--- src/hw/lidar_pkg.sv ---
package lidar_pkg;

  // vector types
  typedef logic [7:0]  byte_t;
  // flight time read back from the converter
  typedef logic [23:0] tdc_time_t;
  typedef logic [7:0]  shot_idx_t;
  // shot index in [31:24], flight time in [23:0]
  typedef logic [31:0] sample_word_t;

  // system clock and shot rate
  localparam int CLK_FREQ_HZ        = 50_000_000;
  localparam int SHOT_FREQ_HZ       = 14_000;
  // rounds down, 3571 clocks
  localparam int SHOT_PERIOD_CYCLES = CLK_FREQ_HZ / SHOT_FREQ_HZ;

  // serial link to host
  localparam int BAUD_RATE    = 4_000_000;
  localparam int CLKS_PER_BIT = CLK_FREQ_HZ / BAUD_RATE;

  // converter spi, clocks per sck half period
  localparam int TDC_SPI_HZ      = 6_250_000;
  localparam int SPI_HALF_CYCLES = CLK_FREQ_HZ / (2 * TDC_SPI_HZ);

  // 64 sample words
  localparam int FIFO_ADDR_W = 6;

  // start pulse width and interrupt wait
  localparam int TDC_START_CYCLES    = 4;
  localparam int INTB_TIMEOUT_CYCLES = 2000;

  // read flight time register
  localparam byte_t     TDC_READ_CMD = 8'h10;
  // marks a shot without a return
  localparam tdc_time_t TDC_NO_HIT   = '1;

  // host command bytes, ascii E D P R
  localparam byte_t CMD_ENABLE  = 8'h45;
  localparam byte_t CMD_DISABLE = 8'h44;
  localparam byte_t CMD_PAUSE   = 8'h50;
  localparam byte_t CMD_RESUME  = 8'h52;

endpackage

--- src/hw/cmd_decoder.sv ---
`timescale 1ns/1ps

module cmd_decoder (
  input  logic             clk,
  input  logic             rst_n,
  input  lidar_pkg::byte_t rx_data,
  input  logic             rx_valid,
  output logic             running,
  output logic             paused
);
  import lidar_pkg::*;

  // every byte is taken, unknown codes fall through
  always_ff @(posedge clk or negedge rst_n) begin
    if (!rst_n) begin
      running <= 1'b0;
      paused  <= 1'b0;
    end else if (rx_valid) begin
      case (rx_data)
        CMD_ENABLE: begin
          running <= 1'b1;
          // enable always starts unpaused
          paused  <= 1'b0;
        end
        CMD_DISABLE: begin
          running <= 1'b0;
          paused  <= 1'b0;
        end
        CMD_PAUSE:  paused <= 1'b1;
        CMD_RESUME: paused <= 1'b0;
        default: begin
          // ignored
        end
      endcase
    end
  end

endmodule

--- src/hw/lidar_top.sv ---
`timescale 1ns/1ps

module lidar_top (
  input  logic             clk,
  input  logic             rst_n,
  input  lidar_pkg::byte_t rx_data,
  input  logic             rx_valid,
  input  logic             tdc_intb,
  input  logic             tdc_dout,
  input  logic             tx_block,
  output logic             tdc_enable,
  output logic             tdc_start,
  output logic             tdc_sck,
  output logic             tdc_mosi,
  output logic             tdc_cs,
  output logic             serial_out
);
  import lidar_pkg::*;

  logic         paused;
  // tdc_control to spi master
  logic         spi_start;
  byte_t        spi_tx;
  logic         spi_last;
  logic         spi_busy;
  logic         spi_done;
  byte_t        spi_rx;
  // measurement side of the fifo
  logic         push_valid;
  logic         push_ready;
  sample_word_t push_data;
  // uart side
  logic         pop_valid;
  logic         pop_ready;
  sample_word_t pop_data;

  // running doubles as the converter enable pin
  cmd_decoder u_cmd_decoder (.running(tdc_enable), .*);

  tdc_control u_tdc_control (.running(tdc_enable), .*);

  tdc_spi_master u_tdc_spi_master (.*);

  sample_fifo u_sample_fifo (.*);

  uart_word_tx u_uart_word_tx (.*);

endmodule

--- src/hw/sample_fifo.sv ---
`timescale 1ns/1ps

module sample_fifo (
  input  logic                    clk,
  input  logic                    rst_n,
  input  logic                    push_valid,
  output logic                    push_ready,
  input  lidar_pkg::sample_word_t push_data,
  output logic                    pop_valid,
  input  logic                    pop_ready,
  output lidar_pkg::sample_word_t pop_data
);
  import lidar_pkg::*;

  localparam int DEPTH = 2 ** FIFO_ADDR_W;

  sample_word_t           mem [DEPTH];
  logic [FIFO_ADDR_W-1:0] wr_ptr;
  logic [FIFO_ADDR_W-1:0] rd_ptr;
  // one extra bit to tell full from empty
  logic [FIFO_ADDR_W:0]   count;
  logic                   push_fire;
  logic                   pop_fire;

  assign push_ready = (count != (FIFO_ADDR_W + 1)'(DEPTH));
  assign pop_valid  = (count != '0);
  // head word shows without a read cycle
  assign pop_data   = mem[rd_ptr];
  assign push_fire  = push_valid && push_ready;
  assign pop_fire   = pop_valid && pop_ready;

  always_ff @(posedge clk or negedge rst_n) begin
    if (!rst_n) begin
      wr_ptr <= '0;
      rd_ptr <= '0;
      count  <= '0;
    end else begin
      if (push_fire) begin
        wr_ptr <= wr_ptr + 1'b1;
      end
      if (pop_fire) begin
        rd_ptr <= rd_ptr + 1'b1;
      end
      // pointers wrap on their own
      count <= count + push_fire - pop_fire;
    end
  end

  always_ff @(posedge clk) begin
    if (push_fire) begin
      mem[wr_ptr] <= push_data;
    end
  end

endmodule

--- src/hw/tdc_control.sv ---
`timescale 1ns/1ps

module tdc_control (
  input  logic                    clk,
  input  logic                    rst_n,
  input  logic                    running,
  input  logic                    paused,
  input  logic                    tdc_intb,
  output logic                    tdc_start,
  output logic                    spi_start,
  output lidar_pkg::byte_t        spi_tx,
  output logic                    spi_last,
  input  logic                    spi_busy,
  input  logic                    spi_done,
  input  lidar_pkg::byte_t        spi_rx,
  output logic                    push_valid,
  input  logic                    push_ready,
  output lidar_pkg::sample_word_t push_data
);
  import lidar_pkg::*;

  localparam int PER_W = $clog2(SHOT_PERIOD_CYCLES + 1);
  localparam int TMR_W = $clog2(INTB_TIMEOUT_CYCLES + 1);

  typedef enum logic [2:0] {st_idle, st_fire, st_wait_intb, st_read, st_push} state_t;

  state_t           state;
  logic [PER_W-1:0] period_cnt;
  // start width, then interrupt wait
  logic [TMR_W-1:0] tmr;
  // spi bytes finished in this read
  logic [1:0]       byte_cnt;
  logic [1:0]       intb_sync;
  shot_idx_t        shot_idx;
  tdc_time_t        time_q;
  logic             shot_fire;
  logic             intb_timeout;

  // period elapsed and nothing in flight
  assign shot_fire = running && !paused && (state == st_idle) &&
                     (period_cnt == PER_W'(SHOT_PERIOD_CYCLES));
  assign intb_timeout = (state == st_wait_intb) && intb_sync[1] &&
                        (tmr == TMR_W'(INTB_TIMEOUT_CYCLES - 1));

  assign tdc_start = (state == st_fire);
  // no start on the done cycle, byte_cnt moves first
  assign spi_start = (state == st_read) && !spi_busy && !spi_done;
  // read command, then dummy bytes to clock out the time
  assign spi_tx    = (byte_cnt == 2'd0) ? TDC_READ_CMD : byte_t'(0);
  assign spi_last  = (byte_cnt == 2'd3);
  // word dropped if disabled while waiting
  assign push_valid = (state == st_push) && running;
  assign push_data  = {shot_idx, time_q};

  // shot period, saturates while a shot is held up
  always_ff @(posedge clk or negedge rst_n) begin
    if (!rst_n) begin
      period_cnt <= '0;
    end else if (!running) begin
      period_cnt <= '0;
    end else if (shot_fire) begin
      // restart at one so shots are exactly SHOT_PERIOD_CYCLES apart
      period_cnt <= PER_W'(1);
    end else if (!paused && period_cnt != PER_W'(SHOT_PERIOD_CYCLES)) begin
      period_cnt <= period_cnt + 1'b1;
    end
  end

  always_ff @(posedge clk or negedge rst_n) begin
    if (!rst_n) begin
      intb_sync <= 2'b11;
      state     <= st_idle;
      tmr       <= '0;
      byte_cnt  <= '0;
      shot_idx  <= '0;
    end else begin
      // interrupt is asynchronous to clk
      intb_sync <= {intb_sync[0], tdc_intb};
      if (!running) begin
        shot_idx <= '0;
      end
      case (state)
        st_idle: begin
          tmr <= '0;
          if (shot_fire) begin
            state <= st_fire;
          end
        end
        st_fire: begin
          if (tmr == TMR_W'(TDC_START_CYCLES - 1)) begin
            tmr   <= '0;
            state <= st_wait_intb;
          end else begin
            tmr <= tmr + 1'b1;
          end
        end
        st_wait_intb: begin
          byte_cnt <= '0;
          if (!intb_sync[1]) begin
            state <= st_read;
          end else if (intb_timeout) begin
            state <= st_push;
          end else begin
            tmr <= tmr + 1'b1;
          end
        end
        st_read: begin
          if (spi_done) begin
            byte_cnt <= byte_cnt + 2'd1;
            if (byte_cnt == 2'd3) begin
              state <= st_push;
            end
          end
        end
        st_push: begin
          if (!running) begin
            state <= st_idle;
          end else if (push_ready) begin
            // one index per shot, held under back-pressure
            shot_idx <= shot_idx + 1'b1;
            state    <= st_idle;
          end
        end
        default: state <= st_idle;
      endcase
    end
  end

  // time assembly, msb byte first after the command byte
  always_ff @(posedge clk) begin
    if (intb_timeout) begin
      time_q <= TDC_NO_HIT;
    end else if (state == st_read && spi_done && byte_cnt != 2'd0) begin
      time_q <= {time_q[15:0], spi_rx};
    end
  end

endmodule

--- src/hw/tdc_spi_master.sv ---
`timescale 1ns/1ps

module tdc_spi_master (
  input  logic             clk,
  input  logic             rst_n,
  input  logic             spi_start,
  input  lidar_pkg::byte_t spi_tx,
  input  logic             spi_last,
  output logic             spi_busy,
  output logic             spi_done,
  output lidar_pkg::byte_t spi_rx,
  output logic             tdc_sck,
  output logic             tdc_mosi,
  output logic             tdc_cs,
  input  logic             tdc_dout
);
  import lidar_pkg::*;

  localparam int HALF_W = $clog2(SPI_HALF_CYCLES + 1);

  logic [HALF_W-1:0] half_cnt;
  // 16 sck edges per byte, even ones rise
  logic [3:0]        edge_cnt;
  byte_t             tx_shift;
  byte_t             rx_shift;
  logic              last_q;
  logic              half_end;

  assign half_end = spi_busy && (half_cnt == HALF_W'(SPI_HALF_CYCLES - 1));
  // msb first, mode 0
  assign tdc_mosi = tx_shift[7];
  // complete once the last rising edge has passed
  assign spi_rx   = rx_shift;

  always_ff @(posedge clk or negedge rst_n) begin
    if (!rst_n) begin
      spi_busy <= 1'b0;
      spi_done <= 1'b0;
      tdc_sck  <= 1'b0;
      tdc_cs   <= 1'b1;
      half_cnt <= '0;
      edge_cnt <= '0;
      last_q   <= 1'b0;
      tx_shift <= '0;
    end else begin
      spi_done <= 1'b0;
      if (spi_start && !spi_busy) begin
        // cs falls with the first byte, stays low between bytes
        spi_busy <= 1'b1;
        tdc_cs   <= 1'b0;
        half_cnt <= '0;
        edge_cnt <= '0;
        last_q   <= spi_last;
        tx_shift <= spi_tx;
      end else if (half_end) begin
        half_cnt <= '0;
        tdc_sck  <= ~tdc_sck;
        edge_cnt <= edge_cnt + 4'd1;
        // next data bit goes out on the falling edge
        if (tdc_sck && edge_cnt != 4'd15) begin
          tx_shift <= {tx_shift[6:0], 1'b0};
        end
        if (edge_cnt == 4'd15) begin
          spi_busy <= 1'b0;
          spi_done <= 1'b1;
          if (last_q) begin
            tdc_cs <= 1'b1;
          end
        end
      end else if (spi_busy) begin
        half_cnt <= half_cnt + 1'b1;
      end
    end
  end

  // sample miso as sck rises
  always_ff @(posedge clk) begin
    if (half_end && !tdc_sck) begin
      rx_shift <= {rx_shift[6:0], tdc_dout};
    end
  end

endmodule

--- src/hw/uart_word_tx.sv ---
`timescale 1ns/1ps

module uart_word_tx (
  input  logic                    clk,
  input  logic                    rst_n,
  input  logic                    pop_valid,
  output logic                    pop_ready,
  input  lidar_pkg::sample_word_t pop_data,
  input  logic                    tx_block,
  output logic                    serial_out
);
  import lidar_pkg::*;

  localparam int CNT_W = $clog2(CLKS_PER_BIT + 1);

  typedef enum logic [1:0] {st_idle, st_gap, st_send, st_done} state_t;

  state_t           state;
  sample_word_t     word_q;
  // stop, 8 data, start; ones shift in behind
  logic [9:0]       shift_q;
  logic [CNT_W-1:0] clk_cnt;
  logic [3:0]       bit_cnt;
  logic [1:0]       byte_cnt;

  // all ones between frames, so the line idles high
  assign serial_out = shift_q[0];
  // word leaves the fifo once its last stop bit is out
  assign pop_ready  = (state == st_done);

  always_ff @(posedge clk or negedge rst_n) begin
    if (!rst_n) begin
      state    <= st_idle;
      shift_q  <= '1;
      clk_cnt  <= '0;
      bit_cnt  <= '0;
      byte_cnt <= '0;
    end else begin
      case (state)
        st_idle: begin
          byte_cnt <= '0;
          if (pop_valid) begin
            state <= st_gap;
          end
        end
        // host block only looked at between bytes
        st_gap: begin
          if (!tx_block) begin
            shift_q <= {1'b1, word_q[31:24], 1'b0};
            clk_cnt <= '0;
            bit_cnt <= '0;
            state   <= st_send;
          end
        end
        st_send: begin
          if (clk_cnt == CNT_W'(CLKS_PER_BIT - 1)) begin
            clk_cnt <= '0;
            shift_q <= {1'b1, shift_q[9:1]};
            bit_cnt <= bit_cnt + 4'd1;
            if (bit_cnt == 4'd9) begin
              byte_cnt <= byte_cnt + 2'd1;
              state    <= (byte_cnt == 2'd3) ? st_done : st_gap;
            end
          end else begin
            clk_cnt <= clk_cnt + 1'b1;
          end
        end
        st_done: state <= st_idle;
        default: state <= st_idle;
      endcase
    end
  end

  // msb byte sits on top, shifted up as each byte is loaded
  always_ff @(posedge clk) begin
    if (state == st_idle && pop_valid) begin
      word_q <= pop_data;
    end else if (state == st_gap && !tx_block) begin
      word_q <= {word_q[23:0], 8'h00};
    end
  end

endmodule

--- config.mk ---
export PLATFORM = sky130hd
export DESIGN_NAME = lidar_top
export DESIGN_NICKNAME = d
export VERILOG_FILES = /design/src/hw/lidar_pkg.sv /design/src/hw/cmd_decoder.sv /design/src/hw/lidar_top.sv /design/src/hw/sample_fifo.sv /design/src/hw/tdc_control.sv /design/src/hw/tdc_spi_master.sv /design/src/hw/uart_word_tx.sv
export SDC_FILE = /design/constraint.sdc
export NUM_CORES = 2
export LEC_CHECK = 0
export BUFFER_PORTS_ARGS = -buffer_cell sky130_fd_sc_hd__buf_2
export CORE_MARGIN = 1
export CORE_UTILIZATION = 35
export CTS_CLUSTER_SIZE = 12
export DETAILED_ROUTE_END_ITERATION = 6
export HOLD_SLACK_MARGIN = 0.15
export RECOVER_POWER = 100
export SLEW_MARGIN = 25
export SYNTH_ARGS = -nofsm -noshare
export SYNTH_HDL_FRONTEND = slang
export SYNTH_SLANG_ARGS = --single-unit
--- constraint.sdc ---
create_clock -name clk -period 4.9 [get_ports clk]
set_input_delay 0.49 -clock clk [delete_from_list [all_inputs] [get_ports clk]]
set_output_delay 0.49 -clock clk [all_outputs]
set_load 0.02 [all_outputs]
== Yosys cells after proc, flatten, opt, wreduce, memory -nomap -nowiden ==
Memory sizes are Yosys's and may differ from the RTL's.
Cells that the tools add are included.

* Bits in latches: 0
* RAM bits: 2,048
* Input port bits: 14
* Logic and storage cells: 198
* Memories: 1
* Register bits: 165
* Output and inout bits: 6
* Memory bits (read-only): 0

* $add $sub $neg: 13
* Shift operators: 0
* Multiplexer cells: 64
* Eq/ne operators: 36
* Bitwise operators: 2
* $mul: 0
* Div/mod/pow operators: 0
* Reductions and logical operators: 55
* Order comparisons: 0

{| class="wikitable"
|+ Memory list
! memory !! depth !! bits a word !! rd ports !! clocked after Yosys merged registers in !! wr ports !! line !! RTL
|-
| u_sample_fifo.mem || 64 || 32 || 1 || 0 || 1 || sample_fifo.sv:17 || <nowiki>sample_word_t mem [DEPTH];</nowiki>
|}

{| class="wikitable"
|+ Operators with widths
! cell !! number
|-
| $mux 32 || 2
|-
| $mux 8 || 7
|-
| $mux 12 || 3
|-
| $mux 11 || 3
|-
| $mux 3 || 11
|-
| $pmux 11 s3 || 1
|-
| $eq 8x7->1 const B || 4
|-
| $reduce_bool 2->1 || 11
|-
| $mux 10 || 2
|-
| $mux 4 || 5
|-
| $pmux 10 s2 || 1
|-
| $logic_and 1x1->1 || 19
|-
| $mux 2 || 8
|-
| $pmux 4 s2 || 2
|-
| $pmux 3 s5 || 1
|-
| $ne 2x1->1 const B || 7
|-
| $reduce_and 2->1 || 7
|-
| $add 12x1->12 const B || 1
|-
| $add 4x1->4 const B || 3
|-
| $add 6x1->6 const B || 2
|-
| $eq 12x12->1 const B || 1
|-
| $eq 4x4->1 const B || 3
|-
| $mux 1 || 12
|-
| $ne 12x12->1 const B || 1
|-
| 33 further kinds || 53
|}

== Longest topological paths before layout ==
* Word-level depth: 6
* Gate-level depth with buffers: 16
* Depth with buffers taken out: 14

== Modules after synthesis ==
From an unflattened synthesis, not the netlist that was laid out.

* Cells, all modules: 4,263
* Area total of the unflattened synthesis: 86,469.2 sq um

{| class="wikitable"
|+ Modules (own cells, without submodules)
! module !! area each (sq um) !! sequential area each (sq um) !! cells each !! instances
|-
| sample_fifo || 79,608.9 || 61,974.4 || 3,637 || 1
|-
| tdc_control || 2,966.6 || 1,433.9 || 339 || 1
|-
| uart_word_tx || 2,516.2 || 1,497.7 || 174 || 1
|-
| tdc_spi_master || 1,198.6 || 742.0 || 99 || 1
|-
| cmd_decoder || 178.9 || 50.0 || 14 || 1
|}

== Worst setup path after synthesis ==
No wires, ideal clock.

* Kind: reg-to-reg
* Start point: register u_tdc_control.state[1]
* End point: memory u_sample_fifo.mem[43][0] (netlist bit), enable pin
* Cell stages (with the launch flop): 6
* Clock period less this slack: 3.532 ns
* Buffers on the path: 0
* Arrival time: 3.110 ns
* Setup time: 0.421 ns
* Required time: 4.479 ns
* Slack: 1.368 ns
* Path through: dfrtp_1 or3b_2 a211oi_4 and2b_1 nand3_1 nor2_1

* Word-level cells in the longest chain between the ends: 5

{| class="wikitable"
|+ RTL lines
! what !! line !! RTL
|-
| from (decl) || tdc_control.sv:27 || <nowiki>state_t state;</nowiki>
|-
| from (signal assigned) || tdc_control.sv:72 || <nowiki>state <= st_idle;</nowiki>
|-
| from (signal assigned) || tdc_control.sv:86 || <nowiki>state <= st_fire;</nowiki>
|-
| from (signal assigned) || tdc_control.sv:92 || <nowiki>state <= st_wait_intb;</nowiki>
|-
| $eq 3x3->1 || tdc_control.sv:52 || <nowiki>assign push_valid = (state == st_push) && running;</nowiki>
|-
| $logic_and 1x1->1 || tdc_control.sv:52 ||
|-
| $logic_and 1x1->1 || sample_fifo.sv:29 || <nowiki>assign push_fire = push_valid && push_ready;</nowiki>
|-
| named net u_sample_fifo.push_fire || sample_fifo.sv:22 || <nowiki>logic push_fire;</nowiki>
|-
| $mux 1 || sample_fifo.sv:50 || <nowiki>if (push_fire) begin</nowiki>
|-
| $mux 1 (not written as such) || sample_fifo.sv:51 || <nowiki>mem[wr_ptr] <= push_data;</nowiki>
|-
| to (decl) || sample_fifo.sv:17 ||
|}

The timed path passes the listed nets, and every way through them passes these cells.

== Worst setup path after layout ==
* Start point: register u_sample_fifo.count[2]
* End point: memory u_sample_fifo.mem[39][16] (netlist bit), enable pin

* Word-level cells in the longest chain between the ends: 4

{| class="wikitable"
|+ RTL lines
! what !! line !! RTL
|-
| from (decl) || sample_fifo.sv:21 || <nowiki>logic [FIFO_ADDR_W:0] count;</nowiki>
|-
| from (signal assigned) || sample_fifo.sv:45 || <nowiki>count <= count + push_fire - pop_fire;</nowiki>
|-
| $ne 7x7->1 || sample_fifo.sv:25 || <nowiki>assign push_ready = (count != (FIFO_ADDR_W + 1)'(DEPTH));</nowiki>
|-
| $logic_and 1x1->1 || sample_fifo.sv:29 ||
|-
| named net u_sample_fifo.push_fire || sample_fifo.sv:22 ||
|-
| $mux 1 || sample_fifo.sv:50 ||
|-
| $mux 1 (not written as such) || sample_fifo.sv:51 ||
|}

The timed path passes the listed nets, and every way through them passes these cells.

==> flow_summary.ini <==
[synth]
ys_ff_latch = 2208
ys_top_cells_by_area = edfxtp_1 (73%), mux4_2 (13%), mux2i_1 (2.5%), dfrtp_1 (2.5%), nor2_1 (0.74%)
ys.warnings.count = 0
yosys.area_share.simple_pct = 2.856
async_flop_share_pct = 4.348
ys_seq_area_share_pct = 76.58
syn_nets = 4126
synth_flop_cell = edfxtp_1
synth_top_cell_area_share_pct = 73.20
synth_compound_area_share_pct = 2.999
netlist_area_um2 = 85660
syn_area_per_cell_um2 = 20.95
postSynthCellCount = 4089
synth-xor-area-share_pct = 0.3579
synth_top_family_by_area = multiplexers
synthMuxAreaShare_pct = 15.33
synth_edf_count = 2088
synth_top_cell_by_area = edfxtp_1
synthAdderAreaFrac_pct = 0.3447
yosysUniqueCellTypes = 80

[clock_network]
numCtsBuffers = 219
cts_max_level = 4
clock-root-buffer = clkbuf_16
cts.sinks = 2208
clk_pin_slew_ns = 0.07
cts_buffer_depth = 3
cts_tree = yes
clk-insertion-delay-late_ns = 0.86

[die]
ios = 20
die_w_um = 496.7
die_h_um = 496.7
start_util_pct = 35.22
core_um2 = 243200
rows = 181
die-area_um2 = 246700

[power_and_ir_drop]
peakVddDrop_v = 0.0002954
p_comb_share_pct = 0.1
powerDensity_nw_per_um2 = 371.6
seq_power_share_pct = 56.2
switchingPower_uw = 7066
p_int_uw = 29120
leakage_uw = 0.03234
switching_share_pct = 19.53
clkPwrFrac_pct = 43.7

[layout]
syn_to_final_growth_pct = 13.68
final_cell_mix = edfxtp_1 (2088), mux4_2 (481), clkbuf_16 (221), mux2i_1 (217), nand2_1 (163)
final_common_cell = edfxtp_1
drive_gt1_share_pct = 23.83
final_nets = 4378
fill_cells = 21518
final_cell_area_um2 = 97370

[timing]
setup_viol = 0
maxSlewHeadroom_pct = -179.5
setup_tns_ns = 0
hold_violations = 0
rsz0062_at_grt = no
finClkSkew_ns = 0.06365
report.final.slew_viol_count = 1821
max_freq_mhz = 230.4
finalCritPeriodShare_pct = 88.60
tightest_slew_ns = 4.193
timing.final.crit_period_ns = 4.341

[critical_path]
crit_top_cell = clkbuf_1
r2r_end = u_sample_fifo.mem[39][16]$_DFFE_PP_
critPathLaunch = u_sample_fifo.count[2]$_DFF_PN0_
crit_end = u_sample_fifo.mem[39][16]$_DFFE_PP_
worstReg2RegStart = u_sample_fifo.count[2]$_DFF_PN0_
worstPathMaxFanout = 11
cp_slowest_cell = nor2_1
rrSetupSlack_ns = 0.56
crit_type = register to register
r2r_cells = 9
cp_data_required_time_ns = 5.38
start_kind = register
arrival_ns = 4.82
critical_path.max_stage_delay_ns = 0.97
crit_chain = inv_1 > ha_1 > nor4bb_2 > clkbuf_1 > a211oi_4 > clkbuf_1 > nand4_2 > nor2_1 > clkbuf_2
end_kind = register

[drt]
via_per_inst = 5.605
drcViolationCount = 0
wl_per_cell_um = 30.13
vias = 43126
firstDrtPassIters = 5
routed_wl_um = 231800
drt_iter0_markers = 5786
antenna_left = 0

[place]
postPlaceCellArea_um2 = 91080
port_buffers = 19
gp_congestion = 0.8584
post-dp-hpwl_um = 135700

[status]
outcome = finished, violations left
violations = capacitance limit, slew limit

[flow_run]
maxCapViolations = 33

[global_routing]
grt_max_degree = 69
overflow = 0
track_usage_pct = 18.68
antenna_found_initial = 18
grt_pass1_vias = 42905
grt_pass1_wl_um = 326800

[hold_path]
hold_path_depth = 2
min_path_type = input pin to register
layer usage:
metal  vias up  global-route usage [%]  wire [um]
met5         -                       0          0
met4         0                   5.736       7230
met3       350                   4.133      21460
met2      2040                   29.03     108000
met1     23236                   26.20      95150
li1      17500                       -          -
power groups by stage:
stage	sequential (uW)	combinational (uW)	clock [uW]
floorplan	20700	9.67	0
global placement	20700	35.2	0
detailed placement	20700	35.9	0
CTS	20300	41.1	16000
global route	20300	44.3	16700
finish	20300	38.5	15800
worst min-delay path by stage:
stage,start,endpoint,slack (ns)
6_report,tdc_intb,u_tdc_control.intb_sync[0]$_DFF_PN1_,0.29
5_1_grt,tdc_intb,u_tdc_control.intb_sync[0]$_DFF_PN1_,0.30
4_1_cts,tdc_intb,u_tdc_control.intb_sync[0]$_DFF_PN1_,0.23
3_5_place_dp,u_tdc_control.intb_sync[0]$_DFF_PN1_,u_tdc_control.intb_sync[1]$_DFF_PN1_,0.35
3_3_place_gp,u_tdc_control.intb_sync[0]$_DFF_PN1_,u_tdc_control.intb_sync[1]$_DFF_PN1_,0.35
2_1_floorplan,rst_n,u_cmd_decoder.paused$_DFFE_PN0P_,0.19
worst max-delay path: cells and delay by family (launching register included):
family,cells,cell delay (ns)
simple gates,3,1.79
flops,1,0.36
compound gates,1,0.29
buf+inv,4,1.30
fa+ha+maj,1,0.21
sequential cells by signal, indices dropped and copies added (netlist names), 7 cells and up:
name	cells
u_sample_fifo.count	7
u_tdc_control.time_q	24
u_tdc_control.tmr	11
u_uart_word_tx.word_q	32
u_sample_fifo.mem	2048
u_uart_word_tx.shift_q	9
u_tdc_spi_master.spi_rx	8
u_tdc_control.period_cnt	12
u_tdc_control.shot_idx	8
cell type report:
type	count	area, um^2	share of cell area [%]
clock inverter	63	659.4	0.6772
sequential	2208	65640	67.41
antenna	1	2.502	0.002570
multi-input combinational	1648	19210	19.73
inverter	20	75.07	0.07710
timing repair buffer	244	1844	1.894
clock buffer	308	5937	6.097
tap	3202	4006	4.114
repair_timing:
action	CTS	global route
resized for setup	0	0
hold buffers	8	0
hold endpoints to repair	53	0
buffers inserted	0	0
synth_stat cells (10+ instances only):
master     instances
xor2_1            24
edfxtp_1        2088
nor2_1           168
buf_6             31
dfstp_2           12
dfxtp_1           24
dfrtp_1           84
buf_1             10
ha_1              22
xnor2_1           11
mux4_2           481
and3_1            13
mux2i_1          218
nor3_1            18
a2111oi_0         11
nand4_1           16
nor2b_1           14
a22oi_1           41
a22o_1            26
a211o_1           11
o21ai_0           40
o221ai_1          28
nand3_1           73
buf_4             33
a21oi_1           37
o22ai_1           32
clkbuf_1          71
inv_1             19
buf_2             67
mux2_2            10
a211oi_1          16
nand2_1          164
kinds of logic after synthesis:
group | Yosys count
compound gates | 351
fa+ha+maj | 23
xor+xnor | 35
buf+inv | 233
mux | 709
simple gates | 530
flops | 2208
metrics by stage:
stage / cells / power [uW] / setup WS (ns) / hold WS, ns / utilization, %
final: 7694 / 36180 / 0.5588 / 0.2916 / 40.03
after global routing: 7694 / 37070 / 0.4288 / 0.2958 / 40.03
after CTS: 7692 / 36410 / 0.8305 / 0.2299 / 40.19
after detailed placement: 7313 / 20770 / 0.8580 / 0.3510 / 37.45
after global placement: 7313 / 20770 / 0.9074 / 0.3472 / 37.44
after floorplan: 4089 / 20740 / 1.368 / 0.1944 / -
Power figures use the tool's default switching activity.
